<file path="config.mk">
export PLATFORM = sky130hd
export DESIGN_NAME = fpMulArray
export DESIGN_NICKNAME = d
export VERILOG_FILES = /design/src/source/fpMulPkg.sv /design/src/source/fpMulDispatch.sv /design/src/source/fpMulPrepare.sv /design/src/source/fpMulRound.sv /design/src/source/fpMulLane.sv /design/src/source/fpMulCollect.sv /design/src/source/fpMulArray.sv
export SDC_FILE = /design/constraint.sdc
export NUM_CORES = 2
export LEC_CHECK = 0
export ABC_AREA = 0
export BUFFER_PORTS_ARGS = -buffer_cell sky130_fd_sc_hd__buf_4
export CAP_MARGIN = 5
export CORE_MARGIN = 1.5
export CORE_UTILIZATION = 50
export DETAILED_ROUTE_END_ITERATION = 6
export PLACE_DENSITY = 0.72
export SYNTH_ARGS = -nofsm -noshare
export SYNTH_HDL_FRONTEND = slang
export SYNTH_SLANG_ARGS = --single-unit
</file>
<file path="constraint.sdc">
create_clock -name clk -period 8.8 [get_ports clk]
set_input_delay 0.44 -clock clk [delete_from_list [all_inputs] [get_ports clk]]
set_output_delay 0.44 -clock clk [all_outputs]
set_load 0.1 [all_outputs]
</file>
<file path="src/source/fpMulPkg.sv">
package fpMulPkg;

	// binary16 format
	localparam int ExpWidth = 5;
	localparam int ManWidth = 10;
	localparam int DataWidth = 1 + ExpWidth + ManWidth;
	localparam int ExpBias = 15;
	localparam int ExpMax = (1 << ExpWidth) - 1;		// All-ones exponent, inf or NaN

	// Flag vector layout
	localparam int FlagWidth = 4;
	localparam int FlagInvalid = 3;
	localparam int FlagOverflow = 2;
	localparam int FlagUnderflow = 1;
	localparam int FlagInexact = 0;

	localparam logic [DataWidth-1:0] CanonNaN = 16'h7E00;	// Quiet NaN, no payload

	// Lane array sizing
	localparam int NumLanes = 4;
	localparam int LaneIdxWidth = 2;
	localparam int LaneDepth = 4;				// Also the initial credit per lane
	localparam int InQueueDepth = 4;			// Also the initial input credit
	localparam int OutCredits = 4;

	// Derived pointer and counter widths
	localparam int QueuePtrWidth = $clog2(InQueueDepth);
	localparam int QueueCntWidth = $clog2(InQueueDepth + 1);
	localparam int LanePtrWidth = $clog2(LaneDepth);
	localparam int LaneCntWidth = $clog2(LaneDepth + 1);
	localparam int OutCntWidth = $clog2(OutCredits + 1);

	typedef enum logic [1:0] {
		classZero,					// Zero or flushed subnormal
		classNormal,
		classInf,
		classNaN
	} opClass;

endpackage

</file>
<file path="src/source/fpMulDispatch.sv">
`timescale 1ns/1ps

module fpMulDispatch import fpMulPkg::*; (
	input  logic clk,
	input  logic arstN,
	input  logic inValid,
	input  logic [DataWidth-1:0] inA,
	input  logic [DataWidth-1:0] inB,
	output logic inCredit,
	output logic [NumLanes-1:0] issueValid,
	output logic [NumLanes-1:0][DataWidth-1:0] issueA,
	output logic [NumLanes-1:0][DataWidth-1:0] issueB,
	input  logic [NumLanes-1:0] laneCredit
);

	logic [DataWidth-1:0] qA [InQueueDepth];
	logic [DataWidth-1:0] qB [InQueueDepth];
	logic [QueuePtrWidth-1:0] wrPtr;
	logic [QueuePtrWidth-1:0] rdPtr;
	logic [QueueCntWidth-1:0] qCnt;
	logic [LaneIdxWidth-1:0] rrPtr;				// Next lane in strict turn
	logic [NumLanes-1:0][LaneCntWidth-1:0] laneCnt;
	logic issue;

	// Head leaves only when the lane in turn still has FIFO room
	assign issue = (qCnt != '0) && (laneCnt[rrPtr] != '0);

	always_ff @(posedge clk) begin
		if (inValid) begin
			qA[wrPtr] <= inA;
			qB[wrPtr] <= inB;
		end
		if (issue) begin
			issueA[rrPtr] <= qA[rdPtr];
			issueB[rrPtr] <= qB[rdPtr];
		end
	end

	always_ff @(posedge clk or negedge arstN) begin
		if (!arstN) begin
			wrPtr <= '0;
			rdPtr <= '0;
			qCnt <= '0;
			rrPtr <= '0;
			inCredit <= 1'b0;
			issueValid <= '0;
		end else begin
			wrPtr <= wrPtr + QueuePtrWidth'(inValid);
			rdPtr <= rdPtr + QueuePtrWidth'(issue);
			qCnt <= qCnt + QueueCntWidth'(inValid) - QueueCntWidth'(issue);
			inCredit <= issue;					// One credit back per pair issued
			issueValid <= '0;
			if (issue) begin
				issueValid[rrPtr] <= 1'b1;
				rrPtr <= (rrPtr == LaneIdxWidth'(NumLanes - 1)) ? '0 : rrPtr + 1'b1;
			end
		end
	end

	always_ff @(posedge clk or negedge arstN) begin
		if (!arstN) begin
			for (int i = 0; i < NumLanes; i++) begin
				laneCnt[i] <= LaneCntWidth'(LaneDepth);
			end
		end else begin
			for (int i = 0; i < NumLanes; i++) begin
				laneCnt[i] <= laneCnt[i] + LaneCntWidth'(laneCredit[i])
					- LaneCntWidth'(issue && (rrPtr == LaneIdxWidth'(i)));
			end
		end
	end

	// Source must respect its credits
	assert property (@(posedge clk) disable iff (!arstN)
		inValid |-> qCnt != QueueCntWidth'(InQueueDepth));

	for (genvar gi = 0; gi < NumLanes; gi++) begin : genCreditChk
		assert property (@(posedge clk) disable iff (!arstN)
			laneCnt[gi] <= LaneCntWidth'(LaneDepth));	// Collector returns no spare credit
	end

endmodule

</file>
<file path="src/source/fpMulPrepare.sv">
`timescale 1ns/1ps

module fpMulPrepare import fpMulPkg::*; (
	input  logic [DataWidth-1:0] a,
	input  logic [DataWidth-1:0] b,
	output opClass classA,
	output opClass classB,
	output logic [ManWidth:0] manA,
	output logic [ManWidth:0] manB,
	output logic [ExpWidth+1:0] expSum,
	output logic sign,
	output logic [DataWidth-1:0] specialResult,
	output logic specialValid,
	output logic invalid
);

	logic [ExpWidth-1:0] expA;
	logic [ExpWidth-1:0] expB;

	function automatic opClass classify(input logic [DataWidth-1:0] x);
		logic [ExpWidth-1:0] e;
		logic [ManWidth-1:0] f;
		e = x[DataWidth-2 -: ExpWidth];
		f = x[ManWidth-1:0];
		if (e == '0) begin
			return classZero;					// Subnormals flush here
		end
		if (e == '1) begin
			return (f == '0) ? classInf : classNaN;
		end
		return classNormal;
	endfunction

	assign expA = a[DataWidth-2 -: ExpWidth];
	assign expB = b[DataWidth-2 -: ExpWidth];
	assign classA = classify(a);
	assign classB = classify(b);
	assign manA = {1'b1, a[ManWidth-1:0]};		// Hidden bit restored
	assign manB = {1'b1, b[ManWidth-1:0]};
	assign sign = a[DataWidth-1] ^ b[DataWidth-1];

	// Biased product exponent, may go negative
	assign expSum = (ExpWidth+2)'(expA) + (ExpWidth+2)'(expB) - (ExpWidth+2)'(ExpBias);

	always_comb begin
		specialValid = (classA != classNormal) || (classB != classNormal);
		invalid = 1'b0;
		specialResult = {sign, {(DataWidth-1){1'b0}}};	// Signed zero by default
		if ((classA == classNaN) || (classB == classNaN)) begin
			specialResult = CanonNaN;
			invalid = 1'b1;
		end else if (((classA == classInf) && (classB == classZero)) ||
				((classA == classZero) && (classB == classInf))) begin
			specialResult = CanonNaN;			// inf * 0
			invalid = 1'b1;
		end else if ((classA == classInf) || (classB == classInf)) begin
			specialResult = {sign, {ExpWidth{1'b1}}, {ManWidth{1'b0}}};
		end
	end

endmodule

</file>
<file path="src/source/fpMulRound.sv">
`timescale 1ns/1ps

module fpMulRound import fpMulPkg::*; (
	input  logic [ManWidth:0] roundM,			// Normalized mantissa, hidden bit at top
	input  logic [ManWidth:0] roundMP,			// Normalized mantissa plus one
	input  logic [ExpWidth+1:0] roundE,			// Biased exponent, two's complement
	input  logic [ExpWidth+1:0] roundEP,		// Exponent plus one
	input  logic sign,
	input  logic roundUp,
	input  logic inexact,
	output logic [DataWidth-1:0] result,
	output logic [FlagWidth-1:0] flags
);

	logic [ManWidth:0] preShiftM;
	logic [ManWidth:0] finalM;
	logic [ExpWidth+1:0] finalE;
	logic carry;

	assign preShiftM = roundUp ? roundMP : roundM;

	// 1.11..1 plus one wraps and loses the hidden bit
	assign carry = !preShiftM[ManWidth];
	assign finalM = carry ? {1'b1, preShiftM[ManWidth:1]} : preShiftM;
	assign finalE = carry ? roundEP : roundE;

	always_comb begin
		flags = '0;
		flags[FlagInexact] = inexact;
		if (!finalE[ExpWidth+1] && (finalE >= (ExpWidth+2)'(ExpMax))) begin
			result = {sign, {ExpWidth{1'b1}}, {ManWidth{1'b0}}};	// Signed infinity
			flags[FlagOverflow] = 1'b1;
			flags[FlagInexact] = 1'b1;
		end else if (finalE[ExpWidth+1] || (finalE == '0)) begin
			result = {sign, {(DataWidth-1){1'b0}}};	// Flush to signed zero
			flags[FlagUnderflow] = 1'b1;
			flags[FlagInexact] = 1'b1;
		end else begin
			result = {sign, finalE[ExpWidth-1:0], finalM[ManWidth-1:0]};
		end
	end

endmodule

</file>
<file path="src/source/fpMulLane.sv">
`timescale 1ns/1ps

module fpMulLane import fpMulPkg::*; (
	input  logic clk,
	input  logic arstN,
	input  logic issueValid,
	input  logic [DataWidth-1:0] issueA,
	input  logic [DataWidth-1:0] issueB,
	output logic laneValid,
	output logic [DataWidth-1:0] laneResult,
	output logic [FlagWidth-1:0] laneFlags,
	input  logic lanePop
);

	logic [ManWidth:0] manA, manB;
	logic [ExpWidth+1:0] expSum;
	logic sign, specialValid, invalid;
	logic [DataWidth-1:0] specialResult;

	logic valid1, sign1, specialValid1, invalid1;
	logic [ManWidth:0] manA1, manB1;
	logic [ExpWidth+1:0] expSum1;
	logic [DataWidth-1:0] specialResult1;

	logic [2*ManWidth+1:0] product;
	logic prodHigh, guard, roundBit, sticky;
	logic [ManWidth:0] normM;
	logic [ExpWidth+1:0] normE;

	logic valid2, sign2, specialValid2, invalid2, roundUp2, inexact2;
	logic [ManWidth:0] roundM2, roundMP2;
	logic [ExpWidth+1:0] roundE2, roundEP2;
	logic [DataWidth-1:0] specialResult2, roundResult;
	logic [FlagWidth-1:0] roundFlags, specialFlags;

	logic [DataWidth+FlagWidth-1:0] fifoMem [LaneDepth];
	logic [DataWidth+FlagWidth-1:0] fifoData;
	logic [LanePtrWidth-1:0] wrPtr, rdPtr;
	logic [LaneCntWidth-1:0] fifoCnt;

	fpMulPrepare prepare_i (.a(issueA), .b(issueB), .classA(), .classB(), .manA, .manB,
		.expSum, .sign, .specialResult, .specialValid, .invalid);

	// Stage 2 product lies in [1,4)
	assign product = (2*ManWidth+2)'(manA1) * (2*ManWidth+2)'(manB1);
	assign prodHigh = product[2*ManWidth+1];
	assign normM = prodHigh ? product[2*ManWidth+1 -: ManWidth+1]
		: product[2*ManWidth -: ManWidth+1];
	assign normE = expSum1 + (ExpWidth+2)'(prodHigh);
	assign guard = prodHigh ? product[ManWidth] : product[ManWidth-1];
	assign roundBit = prodHigh ? product[ManWidth-1] : product[ManWidth-2];
	assign sticky = prodHigh ? |product[ManWidth-2:0] : |product[ManWidth-3:0];

	always_ff @(posedge clk) begin
		{manA1, manB1} <= {manA, manB};
		{expSum1, sign1, specialResult1, specialValid1, invalid1} <=
			{expSum, sign, specialResult, specialValid, invalid};
		{specialResult2, specialValid2, invalid2, sign2} <=
			{specialResult1, specialValid1, invalid1, sign1};
		roundM2 <= normM;
		roundMP2 <= normM + 1'b1;
		roundE2 <= normE;
		roundEP2 <= normE + 1'b1;
		roundUp2 <= guard && (roundBit || sticky || normM[0]);	// Ties to even
		inexact2 <= guard || roundBit || sticky;
		if (valid2) fifoMem[wrPtr] <= fifoData;
	end

	fpMulRound round_i (.roundM(roundM2), .roundMP(roundMP2), .roundE(roundE2),
		.roundEP(roundEP2), .sign(sign2), .roundUp(roundUp2), .inexact(inexact2),
		.result(roundResult), .flags(roundFlags));

	always_comb begin
		specialFlags = '0;
		specialFlags[FlagInvalid] = invalid2;
		fifoData = specialValid2 ? {specialResult2, specialFlags} : {roundResult, roundFlags};
	end

	always_ff @(posedge clk or negedge arstN) begin
		if (!arstN) begin
			{valid1, valid2, wrPtr, rdPtr, fifoCnt} <= '0;
		end else begin
			valid1 <= issueValid;
			valid2 <= valid1;
			wrPtr <= wrPtr + LanePtrWidth'(valid2);
			rdPtr <= rdPtr + LanePtrWidth'(lanePop);
			fifoCnt <= fifoCnt + LaneCntWidth'(valid2) - LaneCntWidth'(lanePop);
		end
	end

	assign laneValid = fifoCnt != '0;
	assign {laneResult, laneFlags} = fifoMem[rdPtr];

	// Dispatcher credits keep the FIFO from overflowing
	assert property (@(posedge clk) disable iff (!arstN)
		valid2 |-> fifoCnt != LaneCntWidth'(LaneDepth));

endmodule

</file>
<file path="src/source/fpMulCollect.sv">
`timescale 1ns/1ps

module fpMulCollect import fpMulPkg::*; (
	input  logic clk,
	input  logic arstN,
	input  logic [NumLanes-1:0] laneValid,
	input  logic [NumLanes-1:0][DataWidth-1:0] laneResult,
	input  logic [NumLanes-1:0][FlagWidth-1:0] laneFlags,
	output logic [NumLanes-1:0] lanePop,
	output logic [NumLanes-1:0] laneCredit,
	output logic outValid,
	output logic [DataWidth-1:0] outResult,
	output logic [FlagWidth-1:0] outFlags,
	input  logic outCredit
);

	logic [LaneIdxWidth-1:0] rrPtr;				// Same lane order as the dispatcher
	logic [OutCntWidth-1:0] outCnt;
	logic pop;

	// Waits on the lane in turn, so issue order is kept
	assign pop = laneValid[rrPtr] && (outCnt != '0);

	always_comb begin
		lanePop = '0;
		lanePop[rrPtr] = pop;
	end

	always_ff @(posedge clk) begin
		if (pop) begin
			outResult <= laneResult[rrPtr];
			outFlags <= laneFlags[rrPtr];
		end
	end

	always_ff @(posedge clk or negedge arstN) begin
		if (!arstN) begin
			rrPtr <= '0;
			outCnt <= OutCntWidth'(OutCredits);
			outValid <= 1'b0;
			laneCredit <= '0;
		end else begin
			outValid <= pop;
			laneCredit <= lanePop;				// Slot freed in that lane's FIFO
			outCnt <= outCnt + OutCntWidth'(outCredit) - OutCntWidth'(pop);
			if (pop) begin
				rrPtr <= (rrPtr == LaneIdxWidth'(NumLanes - 1)) ? '0 : rrPtr + 1'b1;
			end
		end
	end

	// Each beat was paid for by a credit held the cycle before
	assert property (@(posedge clk) disable iff (!arstN)
		outValid |-> $past(outCnt) != '0);

	// Sink returns no more credits than it was given
	assert property (@(posedge clk) disable iff (!arstN)
		outCnt <= OutCntWidth'(OutCredits));

endmodule

</file>
<file path="src/source/fpMulArray.sv">
`timescale 1ns/1ps

module fpMulArray import fpMulPkg::*; (
	input  logic clk,
	input  logic arstN,
	input  logic inValid,
	input  logic [DataWidth-1:0] inA,
	input  logic [DataWidth-1:0] inB,
	output logic inCredit,
	output logic outValid,
	output logic [DataWidth-1:0] outResult,
	output logic [FlagWidth-1:0] outFlags,
	input  logic outCredit
);

	logic [NumLanes-1:0] issueValid;
	logic [NumLanes-1:0][DataWidth-1:0] issueA;
	logic [NumLanes-1:0][DataWidth-1:0] issueB;
	logic [NumLanes-1:0] laneCredit;
	logic [NumLanes-1:0] laneValid;
	logic [NumLanes-1:0][DataWidth-1:0] laneResult;
	logic [NumLanes-1:0][FlagWidth-1:0] laneFlags;
	logic [NumLanes-1:0] lanePop;

	fpMulDispatch dispatch_i (.clk, .arstN, .inValid, .inA, .inB, .inCredit,
		.issueValid, .issueA, .issueB, .laneCredit);

	for (genvar gi = 0; gi < NumLanes; gi++) begin : genLane
		fpMulLane lane_i (
			.clk,
			.arstN,
			.issueValid(issueValid[gi]),
			.issueA(issueA[gi]),
			.issueB(issueB[gi]),
			.laneValid(laneValid[gi]),
			.laneResult(laneResult[gi]),
			.laneFlags(laneFlags[gi]),
			.lanePop(lanePop[gi])
		);
	end

	fpMulCollect collect_i (.clk, .arstN, .laneValid, .laneResult, .laneFlags,
		.lanePop, .laneCredit, .outValid, .outResult, .outFlags, .outCredit);

endmodule

</file>
==> results.ini <==
[status]
status=complete, no violations

[timing]
tightest_slew_ps=1060
fmax_ghz=0.142
skew_ps=23.6
relSlewSlack=0.275
fin_crit_sh=0.802
setup_viol=0
slew_viol_final=0
rsz0062_at_grt=no
finalHoldViolCount=0
tns_ps=0
fin_crit_ps=7060

[clocking]
cts_num_sinks=976
cts_buffers=90
cts_tree=yes
clk_path_buf_depth=3
clockRootBuffer=clkbuf_16
clk_latency_ps=640
h-tree-depth=3
cts.clk_slew.worst_paths_ps=60

[floorplanning]
coreArea_um2=104000
die_h_um=327
io_pins=58
fp-row-count=118
initial_core_util=0.506
die_x_um=327
die_area_um2=107000

[global_routing]
grt_max_degree=45
track_usage=0.207
grt_antenna_before_repair=17
grt_overflow=0
first_global_vias=30700
grt_pass1_wl_um=171000

[synthesis]
synth_nets=4833
syn_area_per_cell_um2=12.7
ys.flop_type=edfxtp_1
async_reset_ff_frac=0.0738
syn-cell-area_um2=52600
ys_seq_elements=976
synthCells=4140
yosysSeqAreaShare=0.492
yosys.cell_types.count=106
ys.warnings.count=0
synth_edf_count=596

[critical_path]
critPathArrivalTime_ps=7560
cp_max_fo=16
worstSetupStartpointType=flop
path_class=reg -> reg
r2r-end=genLane[2].lane_i.roundMP2[10]
rr_startpoint=genLane[2].lane_i.manA1[7]
end_kind=flop
reg2reg_depth=26
reg2reg_setup_slack_ps=1740
cp.required_ps=9300

[pwr]
power_density_nw_per_um2=160
vdd_drop_max_uv=207
leakage_nw=24.5

[routing]
routed_wl_um=110000
post_drt_wl_per_cell_um=19.3
num_vias=30600
routed_via_density=5.38
drt_pass1_iterations=5
drt-initial-drc-count=2044
ant_nets=0
drc_errors=0

[place]
io_buffers=57
gp_congestion=0.893
place_area_um2=54500
dp_hpwl_um=81500

[layout]
drive_above_1_share=0.101
finish.utilization=0.557
area_delta_synth_final_pct=10.1
fin_area_um2=57900
nets=4923

[worst_hold_path]
holdPathStages=1
hold_path_startpoint=inB[10]
whs_endpoint=dispatch_i.qB[3][10]
hp-class=in -> reg

[run]
max-cap-violations=0

[logic make-up (layout without fill, tap and decap cells)]
family | Yosys count | count (layout) | share of synthesized area
XOR/XNOR | 178 | 178 | 0.0305
AO/OA/AOI/OAI | 436 | 436 | 0.0560
adder cells (fa/ha/maj) | 657 | 657 | 0.204
multiplexers | 216 | 216 | 0.0730
buffers and inverters | 719 | 882 | 0.0520
AND/OR/NAND/NOR | 958 | 958 | 0.0922
other | 0 | 8 | 0
flip-flops | 976 | 976 | 0.492
[synthesized netlist by cell type, drive strengths merged, types with 28 or more instances]
master	n	area, um2
ha	323	4040
edfxtp	596	17900
inv	592	2220
mux4	132	2970
nor2b	48	300
xor2	78	702
nand2	340	1280
a211oi	66	495
o21ai	91	455
nor2	153	577
clkbuf	103	387
nor3	28	140
xnor2	100	902
nand3	51	280
and3	43	274
fa	334	6690
dfxtp	308	6170
a21oi	111	571
nor4	31	215
mux2i	67	671
a21o	28	210
dfrtp	67	1680
and2	171	1070
[registers in the layout (all words and copies together) (netlist names), 8 cells and up]
register                       count
genLane.lane_i.fifoMem           320
dispatch_i.issueA                 64
dispatch_i.issueB                 64
dispatch_i.qA                     64
dispatch_i.qB                     64
genLane.lane_i.roundM2            44
genLane.lane_i.roundMP2           44
genLane.lane_i.manA1              40
genLane.lane_i.manB1              40
genLane.lane_i.expSum1            28
genLane.lane_i.roundE2            28
genLane.lane_i.roundEP2           28
collect_i.outResult               16
dispatch_i.laneCnt                12
genLane.lane_i.fifoCnt            12
genLane.lane_i.specialResult1     12
genLane.lane_i.specialResult2     12
genLane.lane_i.rdPtr               8
genLane.lane_i.wrPtr               8
[routing by layer]
metal	vias up	GRT usage	part of all wire	routed length [um]
li1	14400	-	-	-
met1	15100	0.284	0.44	48000
met2	857	0.329	0.46	50600
met3	174	0.0544	0.074	8150
met4	16	0.0526	0.025	2770
met5	-	0	0.0010	114
[where the power goes]
group | total, W | internal (W) | leakage, nW | switching [W]
registers | 0.00503 | 0.00499 | 9.27 | 0.0000430
clock network | 0.00392 | 0.00230 | 1.47 | 0.00163
logic | 0.000297 | 0.0000840 | 13.8 | 0.000213
total | 0.00925 | 0.00737 | 24.5 | 0.00188
[worst max path at each step]
| stage | startpoint | endpoint | cells past startpoint |
|---|---|---|---|
| global placement | genLane[1].lane_i.manA1[8] | genLane[1].lane_i.roundMP2[10] | 24 |
| global route | genLane[2].lane_i.manA1[7] | genLane[2].lane_i.roundMP2[10] | 26 |
| floorplan | genLane[1].lane_i.manA1[8] | genLane[1].lane_i.roundMP2[10] | 26 |
| detailed placement | genLane[1].lane_i.manA1[8] | genLane[1].lane_i.roundMP2[10] | 24 |
| CTS | genLane[1].lane_i.manA1[8] | genLane[1].lane_i.roundMP2[10] | 24 |
| finish | genLane[2].lane_i.manA1[7] | genLane[2].lane_i.roundMP2[10] | 26 |
[repair_timing]
item / 4_1_cts / 5_1_grt
setup buffers: 0 / 0
hold buffers: 33 / 0
gates resized for setup: 0 / 0
hold endpoints to repair: 152 / 0
[critical path: stages, from the launching register on]
cell     delay [ps]
dfxtp_1         550
nand2_1         140
fa_1            550
inv_1            50
fa_1            500
inv_1            60
fa_1            530
inv_1            50
fa_1            470
inv_1            50
fa_1            470
inv_1            40
ha_1            370
and4_1          240
nand3_1          80
a211o_1         310
a21oi_1         240
mux2i_1         330
nand2_1         350
inv_2           340
a21oi_1         150
inv_1           100
ha_1            220
and4_1          270
o21a_1          190
nand4_1         120
mux2i_1         150
[layout by cell type, fill, tap and decap left out, types with 16 or more instances in the layout]
| cell | netlist | layout |
|---|---|---|
| o21ai_0 | 87 | 87 |
| dlygate4sd3_1 | 0 | 33 |
| mux2_2 | 16 | 16 |
| and2_1 | 170 | 170 |
| mux4_2 | 132 | 132 |
| ha_1 | 323 | 323 |
| dfxtp_1 | 308 | 308 |
| fa_1 | 334 | 334 |
| nand2_1 | 339 | 339 |
| a21o_1 | 28 | 28 |
| inv_1 | 588 | 589 |
| buf_4 | 0 | 91 |
| xor2_1 | 77 | 77 |
| and3_1 | 42 | 42 |
| nand3_1 | 49 | 49 |
| nor4_1 | 29 | 29 |
| a211oi_1 | 66 | 66 |
| a21oi_1 | 107 | 107 |
| nor2_1 | 152 | 150 |
| a31oi_1 | 20 | 20 |
| xnor2_1 | 98 | 98 |
| nor3_1 | 28 | 24 |
| nor2b_1 | 48 | 48 |
| edfxtp_1 | 596 | 596 |
| mux2i_1 | 67 | 67 |
| clkbuf_16 | 0 | 97 |
| dfrtp_1 | 67 | 66 |
| clkbuf_1 | 103 | 16 |
[through the flow]
step                      worst slack (ps)  power, W  hold slack, ps  instances
after detailed placement              1760   0.00541             312       5485
after floorplan                       2050   0.00524             144       4140
after global routing                  1260   0.00953            14.7       5684
after global placement                1940   0.00540             310       5485
after CTS                             1770   0.00931            30.4       5683
final                                 1740   0.00925            68.5       5691
[cell type report]
class | instances | area [um2]
clock inverters | 42 | 432
flip-flops and latches | 976 | 25900
multi-input cells | 2445 | 24000
diodes | 8 | 20.0
well taps | 1380 | 1730
inverters | 593 | 2230
fillers | 8372 | 46100
repair buffers | 124 | 1010
clock buffers | 123 | 2580
Power figures use the tool's default switching activity.
